===== src/design/s18_consts.svh =====
`ifndef S18_CONSTS_SVH
`define S18_CONSTS_SVH

// Mapper regions in the one-hot active word
`define S18_REG_RAM   3
`define S18_REG_ORAM  4
`define S18_REG_VRAM  5
`define S18_REG_PAL   6
`define S18_REG_IO    7

// Board variant bits in game_id
`define S18_PCB_5874          0
`define S18_PCB_5987_DESERTBR 1
`define S18_PCB_5987          2
`define S18_PCB_7525          3
`define S18_PCB_5873          4
`define S18_PCB_7248          5

// I/O area locations
`define S18_GUN_PAGE  12'h301
`define S18_PRIO_A13  1'b1
`define S18_PRIO_A12  1'b0

`define S18_DW        16

`endif


===== src/design/s18_pkg.sv =====
`include "s18_consts.svh"

package s18_pkg;

    // One 68000 bus cycle, strobes active low
    typedef struct packed {
        logic [23:1]         addr;
        logic                rnw;
        logic                asn;
        logic                udsn;
        logic                ldsn;
        logic [`S18_DW-1:0]  wdata;
    } bus_req_t;

    typedef struct packed {
        logic rom;
        logic chr;
        logic objram;
        logic pal;
        logic io;
        logic vdp;
        logic vram;
        logic ram;
        logic bank;
    } cs_t;

    // Read data offered by each memory or device
    typedef struct packed {
        logic [`S18_DW-1:0] ram;
        logic [`S18_DW-1:0] vram;
        logic [`S18_DW-1:0] rom;
        logic [`S18_DW-1:0] chr;
        logic [`S18_DW-1:0] pal;
        logic [`S18_DW-1:0] obj;
        logic [`S18_DW-1:0] vdp;
    } rd_src_t;

    typedef struct packed {
        logic [8:0] p1_x;
        logic [8:0] p1_y;
        logic [8:0] p2_x;
        logic [8:0] p2_y;
    } gun_pos_t;

endpackage


===== src/design/s18_region_decode.sv =====
`timescale 1ns/1ps
`include "s18_consts.svh"

module s18_region_decode (
    input  logic               clk,
    input  logic               rst,
    input  s18_pkg::bus_req_t  bus_i,
    input  logic [7:0]         active_i,
    input  logic [7:0]         game_id_i,
    output s18_pkg::cs_t       cs_o,
    output logic [20:1]        rom_addr_o
);

    logic         ds_low;
    logic         access;
    logic         banked_pcb;
    s18_pkg::cs_t cs_next;

    assign ds_low = !bus_i.udsn || !bus_i.ldsn;
    // Reads may start on AS before the data strobes fall
    assign access = ds_low || (!bus_i.asn && bus_i.rnw);

    assign banked_pcb = game_id_i[`S18_PCB_7525] | game_id_i[`S18_PCB_5987]
                      | game_id_i[`S18_PCB_5987_DESERTBR];

    always_comb begin
        cs_next.rom    = (active_i[0] || (active_i[1] && !game_id_i[`S18_PCB_7248]))
                         && bus_i.rnw;
        // Shadow Dancer moves the VDP down to region 1
        cs_next.vdp    = game_id_i[`S18_PCB_7248] ? active_i[1] : active_i[2];
        cs_next.chr    = active_i[`S18_REG_VRAM] && bus_i.addr[16];
        cs_next.vram   = ds_low && active_i[`S18_REG_VRAM] && !bus_i.addr[16];
        cs_next.ram    = ds_low && active_i[`S18_REG_RAM];
        cs_next.objram = active_i[`S18_REG_ORAM];
        cs_next.pal    = active_i[`S18_REG_PAL];
        cs_next.io     = active_i[`S18_REG_IO];
        cs_next.bank   = banked_pcb && active_i[1] && !bus_i.rnw;
    end

    always_ff @(posedge clk or posedge rst) begin
        if (rst) begin
            cs_o <= '0;
        end else if (access) begin
            cs_o <= cs_next;
        end else begin
            cs_o <= '0;
        end
    end

    // Banked program ROM address
    always_comb begin
        rom_addr_o = bus_i.addr[20:1];
        if (active_i[0]) begin
            if (game_id_i[`S18_PCB_5874] | game_id_i[`S18_PCB_7248]) begin
                rom_addr_o[20:19] = 2'b00;
            end
            if (banked_pcb) begin
                rom_addr_o[20] = 1'b0;
            end
        end
        // Region 1 points past the fixed ROM half
        if (active_i[1]) begin
            if (game_id_i[`S18_PCB_7525] | game_id_i[`S18_PCB_5873]
                    | game_id_i[`S18_PCB_5987]) begin
                rom_addr_o[20:19] = {1'b0, bus_i.addr[21]};
            end
            if (game_id_i[`S18_PCB_5987_DESERTBR]) begin
                rom_addr_o[20] = bus_i.addr[21];
            end
        end
    end

endmodule


===== src/design/s18_gun_adc.sv =====
`timescale 1ns/1ps
`include "s18_consts.svh"

module s18_gun_adc (
    input  logic               clk,
    input  logic               rst,
    input  logic               io_we_i,
    input  logic               io_rd_i,
    input  logic [15:1]        addr_i,
    input  s18_pkg::gun_pos_t  gun_i,
    output logic               bit_o
);

    logic [7:0] shift_q;
    logic       io_rd_q;
    logic       in_page;
    logic       rd_start;

    // Maps 0-319 onto roughly 0-255
    function automatic logic [7:0] xscale(input logic [8:0] x);
        logic [15:0] xw;
        logic [15:0] s;
        logic [15:0] factor;
        logic [15:0] mult;
        xw     = {7'd0, x};
        s      = (xw >> 3) + (xw >> 4) + (xw >> 5);
        factor = (x < 9'd160) ? 16'd204 + s : 16'd274 - s;
        mult   = xw * factor;
        return mult[15:8];
    endfunction

    assign in_page  = addr_i[15:4] == `S18_GUN_PAGE;
    assign rd_start = io_rd_i && !io_rd_q && in_page;

    always_ff @(posedge clk or posedge rst) begin
        if (rst) begin
            io_rd_q <= 1'b0;
            bit_o   <= 1'b0;
        end else begin
            io_rd_q <= io_rd_i;
            if (rd_start) begin
                bit_o <= shift_q[7];
            end
        end
    end

    // Channel latch on write, serial shift on each new read
    always_ff @(posedge clk) begin
        if (io_we_i && in_page) begin
            case (addr_i[2:1])
                2'd0:    shift_q <= ~gun_i.p1_y[7:0];
                2'd1:    shift_q <= xscale(gun_i.p1_x);
                2'd2:    shift_q <= ~gun_i.p2_y[7:0];
                default: shift_q <= xscale(gun_i.p2_x);
            endcase
        end else if (rd_start) begin
            shift_q <= {shift_q[6:0], 1'b0};
        end
    end

endmodule


===== src/design/s18_io_area.sv =====
`timescale 1ns/1ps
`include "s18_consts.svh"

module s18_io_area (
    input  logic               clk,
    input  logic               rst,
    input  s18_pkg::cs_t       cs_i,
    input  s18_pkg::bus_req_t  bus_i,
    input  s18_pkg::gun_pos_t  gun_i,
    output logic [2:0]         vdp_prio_o,
    output logic [7:0]         io_byte_o
);

    logic io_we;
    logic io_rd;
    logic gun_bit;

    // Only the low byte lane reaches the I/O chips
    assign io_we = cs_i.io && !bus_i.rnw && !bus_i.ldsn;
    assign io_rd = cs_i.io &&  bus_i.rnw && !bus_i.ldsn;

    always_ff @(posedge clk or posedge rst) begin
        if (rst) begin
            vdp_prio_o <= 3'd0;
        end else if (io_we && bus_i.addr[13] == `S18_PRIO_A13
                           && bus_i.addr[12] == `S18_PRIO_A12) begin
            vdp_prio_o <= bus_i.wdata[2:0];
        end
    end

    s18_gun_adc u_gun_adc (
        .clk     ( clk               ),
        .rst     ( rst               ),
        .io_we_i ( io_we             ),
        .io_rd_i ( io_rd             ),
        .addr_i  ( bus_i.addr[15:1]  ),
        .gun_i   ( gun_i             ),
        .bit_o   ( gun_bit           )
    );

    // Rest of the I/O area floats high
    assign io_byte_o = (bus_i.addr[15:4] == `S18_GUN_PAGE) ? {gun_bit, 7'h7f} : 8'hff;

endmodule


===== src/design/s18_read_mux.sv =====
`timescale 1ns/1ps
`include "s18_consts.svh"

module s18_read_mux (
    input  logic                clk,
    input  logic                rst,
    input  s18_pkg::cs_t        cs_i,
    input  s18_pkg::rd_src_t    rdata_i,
    input  logic [7:0]          io_byte_i,
    input  logic                none_i,
    input  logic [`S18_DW-1:0]  mapper_data_i,
    output logic [`S18_DW-1:0]  rd_data_o
);

    always_ff @(posedge clk or posedge rst) begin
        if (rst) begin
            rd_data_o <= '0;
        end else if (cs_i.ram) begin
            rd_data_o <= rdata_i.ram;
        end else if (cs_i.vram) begin
            rd_data_o <= rdata_i.vram;
        end else if (cs_i.rom) begin
            rd_data_o <= rdata_i.rom;
        end else if (cs_i.chr) begin
            rd_data_o <= rdata_i.chr;
        end else if (cs_i.pal) begin
            rd_data_o <= rdata_i.pal;
        end else if (cs_i.objram) begin
            rd_data_o <= rdata_i.obj;
        end else if (cs_i.io) begin
            // I/O sits on the low byte only
            rd_data_o <= {8'hff, io_byte_i};
        end else if (cs_i.vdp) begin
            rd_data_o <= rdata_i.vdp;
        end else if (none_i) begin
            rd_data_o <= mapper_data_i;
        end else begin
            rd_data_o <= '1;
        end
    end

endmodule


===== src/design/s18_main_bus.sv =====
`timescale 1ns/1ps
`include "s18_consts.svh"

module s18_main_bus (
    input  logic                clk,
    input  logic                rst,
    input  s18_pkg::bus_req_t   bus_i,
    input  logic [7:0]          active_i,
    input  logic [7:0]          game_id_i,
    input  logic                none_i,
    input  logic [`S18_DW-1:0]  mapper_data_i,
    input  s18_pkg::rd_src_t    rdata_i,
    input  s18_pkg::gun_pos_t   gun_i,
    output s18_pkg::cs_t        cs_o,
    output logic [20:1]         rom_addr_o,
    output logic [2:0]          vdp_prio_o,
    output logic [`S18_DW-1:0]  rd_data_o
);

    logic [7:0] io_byte;

    s18_region_decode u_decode (
        .clk        ( clk         ),
        .rst        ( rst         ),
        .bus_i      ( bus_i       ),
        .active_i   ( active_i    ),
        .game_id_i  ( game_id_i   ),
        .cs_o       ( cs_o        ),
        .rom_addr_o ( rom_addr_o  )
    );

    s18_io_area u_io_area (
        .clk        ( clk         ),
        .rst        ( rst         ),
        .cs_i       ( cs_o        ),
        .bus_i      ( bus_i       ),
        .gun_i      ( gun_i       ),
        .vdp_prio_o ( vdp_prio_o  ),
        .io_byte_o  ( io_byte     )
    );

    // CPU data input, one cycle behind the selects
    s18_read_mux u_read_mux (
        .clk           ( clk           ),
        .rst           ( rst           ),
        .cs_i          ( cs_o          ),
        .rdata_i       ( rdata_i       ),
        .io_byte_i     ( io_byte       ),
        .none_i        ( none_i        ),
        .mapper_data_i ( mapper_data_i ),
        .rd_data_o     ( rd_data_o     )
    );

endmodule


===== config.mk =====
export PLATFORM = sky130hd
export DESIGN_NAME = s18_main_bus
export DESIGN_NICKNAME = d
export VERILOG_FILES = /design/src/design/s18_pkg.sv /design/src/design/s18_region_decode.sv /design/src/design/s18_gun_adc.sv /design/src/design/s18_io_area.sv /design/src/design/s18_read_mux.sv /design/src/design/s18_main_bus.sv
export VERILOG_INCLUDE_DIRS = /design/src /design/src/design
export SDC_FILE = /design/constraint.sdc
export NUM_CORES = 1
export LEC_CHECK = 0
export CAP_MARGIN = 20
export CORE_ASPECT_RATIO = 1.5
export CORE_MARGIN = 2
export CORE_UTILIZATION = 45
export DETAILED_ROUTE_END_ITERATION = 7
export DONT_BUFFER_PORTS = 1
export SLEW_MARGIN = 25
export SYNTH_ARGS = -nofsm -noshare
export SYNTH_HDL_FRONTEND = slang
export SYNTH_SLANG_ARGS = --single-unit

===== constraint.sdc =====
create_clock -name clk -period 5.97 [get_ports clk]
set_input_delay 0.2985 -clock clk [delete_from_list [all_inputs] [get_ports clk]]
set_output_delay 0.2985 -clock clk [all_outputs]
set_load 0.03 [all_outputs]

==> metrics, run 1 <==
Setup WS post-layout=-0.643 ns; die width=116 um; Vias per Instance=5.47; layout cells sized above 1=0.224; Post-synth top flop=dfrtp_1; ys async rst share=0.789; post-synthesis cell type count=64; Post-Syn Area per Cell=8.51 um^2; Synth area leaders=fa_1 26%, ha_1 12%, dfrtp_1 8.9%; Tmin final=6.61 ns; outcome=finished, violations left; Worst setup SP type=primary input; DP HPWL=21.4 mm; met3 Usage GRT=0.0546; CP Buf/Inv Count=3; Top delay family on crit path=adder cells; CTS buffer count=5; Placeable Area=18500 um^2; nets=1478; DR WL/cell=18.9 um; most common cell in the netlist=inv_1; Finished Cell Area=10300 um^2; most used routing layer=met2; Slowest cell on crit path=fa_1; Synth Instances=991; drt first pass iters=6; post-synth top area share=0.256; Worst Clk Skew=0.00496 ns; RSZ-0062 raised after global routing=yes; final period utilization=1.11; sequential area share after synthesis=0.118; maximum achievable frequency=151 MHz; largest stage delay on the critical path=0.52 ns; DRC=0; EDFF count, synth=8; worst slew pin tran=1.06 ns; initial antenna violation count=5; Die ar.=19900 um^2; H-tree Lvls=2; GRT Residual Overflow=0; CP Capture Type=register; area delta synth->final=21.7%; Max Buffers Root-to-Sink=2; root buf cell=clkbuf_16; Netlist Area Pre-Place=8430 um^2; max_cap viols=0; Worst EP arrival=6.75 ns; leading area contributor after synthesis=fa_1; Hold Crit Class=primary input to register; syn nets=1404; failing checks=setup timing; critical path class=primary input to register; DR vias=7238; largest net degree at the start of global routing=35; first-pass GRT wire length=37.9 mm; critical path depth in cells=25; clock latency on the worst-skew pair=0.28 ns; Clock Pin Slew Worst Setup and Hold Paths=0.06 ns; worst-path fanout max=13; Yosys reg bits=38; CTS sink count=38; max_slew headroom=0.286; cell depth of the worst hold path=1; final setup vio count=8; most frequent CP cell=fa_1; final wirelength=25.0 mm; Final Wtd Congestion=0.929; Starting Density=0.456; Ys Warns=0; Post-synth top cells=145 x inv_1, 136 x nand2_1, 108 x fa_1; Rows=61; Worst R2R Path Depth=8; Placed Area=9570 um^2; number of global-route vias before repair=7408; I/O Pins=274; CP required=6.10 ns; M2 GR Usage=0.481; Port Buf Inserts=0; Total Routing Usage GR=0.248; Final ANT Viol Nets=0; Max Slew Vio Count=0; met1 layer usage reported by global route=0.269; TritonCTS clock tree=yes; 1st-iter DRT viols=431; DIE HEIGHT=172 um; Final Hold Fails=0
final timing paths:
path / start / to / slack, ns
min in group asynchronous: rst / u_io_area.vdp_prio_o[0]$_DFFE_PP0P_ / 0.55
setup reg to reg: u_decode.cs_o[3]$_DFF_PP0_ / u_read_mux.rd_data_o[4]$_DFF_PP0_ / 2.91
hold reg to reg: u_io_area.u_gun_adc.shift_q[7]$_DFFE_PP_ / u_io_area.u_gun_adc.bit_o$_DFFE_PP0P_ / 0.49
max in group asynchronous: rst / u_decode.cs_o[8]$_DFF_PP0_ / 5.08
setup / recovery: gun_i[15] / u_io_area.u_gun_adc.shift_q[5]$_DFFE_PP_ / -0.64
hold / removal: bus_i[19] / u_decode.cs_o[0]$_DFF_PP0_ / 0.09
layer usage:
metal | up-vias | routed length (um) | share of wire
met5 | - | 0 | 0
met1 | 3546 | 8900 | 0.36
met4 | 0 | 605 | 0.024
met3 | 42 | 1850 | 0.074
met2 | 255 | 13600 | 0.55
li1 | 3395 | - | -
state kept, by name (all words and copies together) (netlist names):
name,flops
u_decode.cs_o,9
u_io_area.vdp_prio_o,3
u_io_area.u_gun_adc.io_rd_q,1
u_read_mux.rd_data_o,16
u_io_area.u_gun_adc.bit_o,1
u_io_area.u_gun_adc.shift_q,8
cells in the final DEF (no fill, tap or decap), types with 5 or more instances in the layout:
cell       instances
a211oi_2           5
a21o_1             9
a21oi_1           15
a21oi_2            7
a2bb2oi_1         15
and2_1            62
and3_1             7
buf_4            114
clkbuf_16          6
dfrtp_1           28
diode_2            5
edfxtp_1           8
fa_1             104
ha_1              64
ha_4              14
inv_1            135
inv_2              9
mux2_2             5
mux2i_1           33
nand2_1          132
nand3_1            5
nor2_1            33
nor2_2             5
nor2b_1           11
nor3_1             7
o21ai_0           57
o21ai_1            5
o21ai_2            5
o22ai_1           18
xnor2_1           12
xor2_1            11
logic make-up (layout without fill, tap and decap cells):
group                    Yosys count  count (layout)  synth area share
AO/OA/AOI/OAI                    178             178             0.134
XOR/XNOR                          34              34            0.0370
adder cells (fa/ha/maj)          187             187             0.374
buffers and inverters            198             273            0.0971
flip-flops                        38              38             0.118
multiplexers                      43              43            0.0577
other                              0               5                 0
AND/OR/NAND/NOR                  313             313             0.183
timing repair:
action | 4_1_cts | 5_1_grt
buffers inserted | 10 | 4
resized for setup | 59 | 25
setup endpoints to repair | 8 | 8
hold endpoints to repair | 4 | 0
pin swaps | 52 | 27
hold buffers | 1 | 0
stage by stage:
step	TNS, ns	worst slack, ns	cells	util	hold slack (ns)
2_1_floorplan	-3.82	-0.691	991	-	0.369
3_3_place_gp	-7.46	-1.13	1297	0.518	0.295
3_5_place_dp	-8.71	-1.33	1297	0.518	0.301
4_1_cts	-4.13	-0.676	1315	0.547	0.0793
5_1_grt	-5.94	-0.896	1321	0.555	0.0897
6_report	-4.01	-0.643	1323	0.556	0.0893
cell type report:
type / count / area [um^2]
multi-input cells: 755 / 7310
diodes: 5 / 12.5
well taps: 252 / 315
repair buffers: 119 / 911
clock buffers: 8 / 168
fillers: 1713 / 8210
flip-flops and latches: 38 / 993
inverters: 146 / 556
Power of run 1 is not shown: default switching activity piles up to over one toggle a cycle in this logic, so the estimate is an artifact.
==> run 2, diff against run 1 <==
--- a/config.mk
+++ b/config.mk
@@ -12,6 +12,7 @@
 export CORE_UTILIZATION = 45
 export DETAILED_ROUTE_END_ITERATION = 7
 export DONT_BUFFER_PORTS = 1
+export HOLD_SLACK_MARGIN = 0.15
 export SLEW_MARGIN = 25
 export SYNTH_ARGS = -nofsm -noshare
 export SYNTH_HDL_FRONTEND = slang
==> constraint.sdc (replaced) <==
create_clock -name clk -period 8.2 [get_ports clk]
set_input_delay 0.41 -clock clk [delete_from_list [all_inputs] [get_ports clk]]
set_output_delay 0.41 -clock clk [all_outputs]
set_load 0.03 [all_outputs]
==> metrics, run 2 (synthesis gave the netlist of run 1 again) <==
outcome=completed; DP HPWL=20.2 mm; pre-CTS WS=0.403 ns; die width=116 um; worst slew pin tran=1.02 ns; Reg2Reg Setup Slack=5.30 ns; Clock Pin Slew Worst Setup and Hold Paths=0.06 ns; TritonCTS clock tree=yes; Tmin final=7.49 ns; DIE HEIGHT=172 um; layout cells sized above 1=0.0445; CP Buf/Inv Count=6; Fillers=1834; CP required=8.33 ns; root buf cell=clkbuf_16; number of global-route vias before repair=6952; final wirelength=23.5 mm; drt first pass iters=5; most frequent cells in the layout=145 x inv_1, 136 x nand2_1, 108 x fa_1; max FFs per register=16; cell depth of the worst hold path=1; max_cap viols=0; Slowest cell on crit path=fa_1; Total Routing Usage GR=0.236; RSZ-0062 raised after global routing=no; Rows=61; most common cell after layout, fill and taps aside=inv_1; Placeable Area=18500 um^2; Top delay family on crit path=adder cells; CP Capture Type=register; Die ar.=19900 um^2; maximum achievable frequency=133 MHz; Setup WS post-layout=0.705 ns; Max Slew Vio Count=0; clock latency on the worst-skew pair=0.28 ns; worst-path fanout max=10; initial antenna violation count=8; nets=1379; post-CTS setup buffer count=0; Regs by FF count=u_read_mux.rd_data_o x16, u_decode.cs_o x9, u_io_area.u_gun_adc.shift_q x8; Worst Clk Skew=0.00802 ns; final period utilization=0.914; DRC=0; setup TNS=0 ns; Min-Delay Endpoint=u_decode.cs_o[0]$_DFF_PP0_; Worst setup startpoint=gun_i[32]; critical path class=primary input to register; 1st-iter DRT viols=250; Port Buf Inserts=0; Final ANT Viol Nets=0; Worst EP arrival=7.62 ns; max_slew headroom=0.317; FF-to-FF Start=u_decode.cs_o[3]$_DFF_PP0_; Final Wtd Congestion=0.854; Hold Path Origin=bus_i[19]; GRT Residual Overflow=0; CTS buffer count=5; largest net degree at the start of global routing=35; Starting Density=0.456; H-tree Lvls=2; I/O Pins=274; first-pass GRT wire length=36.0 mm; DR vias=6823; Vias per Instance=5.58; CTS sink count=38; DR WL/cell=19.2 um; capturing point of the worst reg2reg path=u_read_mux.rd_data_o[12]$_DFF_PP0_; largest register by flop count=u_read_mux.rd_data_o; Worst setup SP type=primary input; final setup vio count=0; largest stage delay on the critical path=0.51 ns; Max Buffers Root-to-Sink=2; Hold Crit Class=primary input to register; Final Hold Fails=0; Worst R2R Path Depth=8; area delta synth->final=4.08%
run 2: changes by cell type in the layout (fill, tap and decap cells not counted), moves of 6 or more:
cell and change:
a21oi_1 +10, a21oi_2 -7, buf_4 -95, ha_1 +15
ha_4 -14, inv_1 +10, inv_2 -9, nor2_1 +6
o21ai_0 +7, xor2_1 +7
run 2: metal layers:
| metal | part of all wire | global-route usage | vias to the layer above |
|---|---|---|---|
| met3 | 0.093 | 0.0758 | 52 |
| met5 | 0.0030 | 0 | - |
| li1 | - | - | 3190 |
| met1 | 0.35 | 0.244 | 3307 |
| met4 | 0.030 | 0.0683 | 10 |
| met2 | 0.52 | 0.447 | 264 |
run 2: worst max-delay path by stage:
stage | to | slack [ns] | cells after the start
6_report | u_io_area.u_gun_adc.shift_q[5]$_DFFE_PP_ | 0.71 | 29
5_1_grt | u_io_area.u_gun_adc.shift_q[5]$_DFFE_PP_ | 0.24 | 29
4_1_cts | u_io_area.u_gun_adc.shift_q[5]$_DFFE_PP_ | 0.68 | 29
3_5_place_dp | u_io_area.u_gun_adc.shift_q[6]$_DFFE_PP_ | 0.40 | 28
3_3_place_gp | u_io_area.u_gun_adc.shift_q[6]$_DFFE_PP_ | 0.43 | 29
2_1_floorplan | u_io_area.u_gun_adc.shift_q[5]$_DFFE_PP_ | 0.93 | 29
run 2: per-stage QoR:
stage / utilization / cells / instance area (um^2) / hold slack (ns)
after floorplan: - / 991 / 8430 / 0.454
after detailed placement: 0.467 / 1210 / 8620 / 0.421
after CTS: 0.475 / 1219 / 8770 / 0.184
final: 0.475 / 1222 / 8770 / 0.199
after global placement: 0.467 / 1210 / 8620 / 0.415
after global routing: 0.475 / 1220 / 8770 / 0.184
run 2: repair_timing:
item / in CTS / in global routing
hold endpoints to repair: 30 / 0
hold buffers: 1 / 0
resized for setup: 0 / 0
run 2: cell type report:
| type | instances | area, um^2 | area share |
|---|---|---|---|
| sequential | 38 | 991 | 0.113 |
| multi-input combinational | 755 | 6620 | 0.755 |
| clock inverter | 2 | 10.0 | 0.00114 |
| antenna | 3 | 7.51 | 0.000856 |
| tap | 252 | 315 | 0.0359 |
| timing repair buffer | 20 | 153 | 0.0174 |
| clock buffer | 6 | 129 | 0.0147 |
| inverter | 146 | 548 | 0.0625 |
run 2: worst reg2reg max path: stages, from the launching register on:
cell       delay, ns
dfrtp_1         1.01
nand2b_1        0.68
a2bb2oi_1       0.23
o22ai_1         0.09
o21ai_0         0.15
mux2i_1         0.14
o21ai_0         0.19
mux2i_1         0.14
o21ai_0         0.18
Power of run 2 is left out for the same reason.
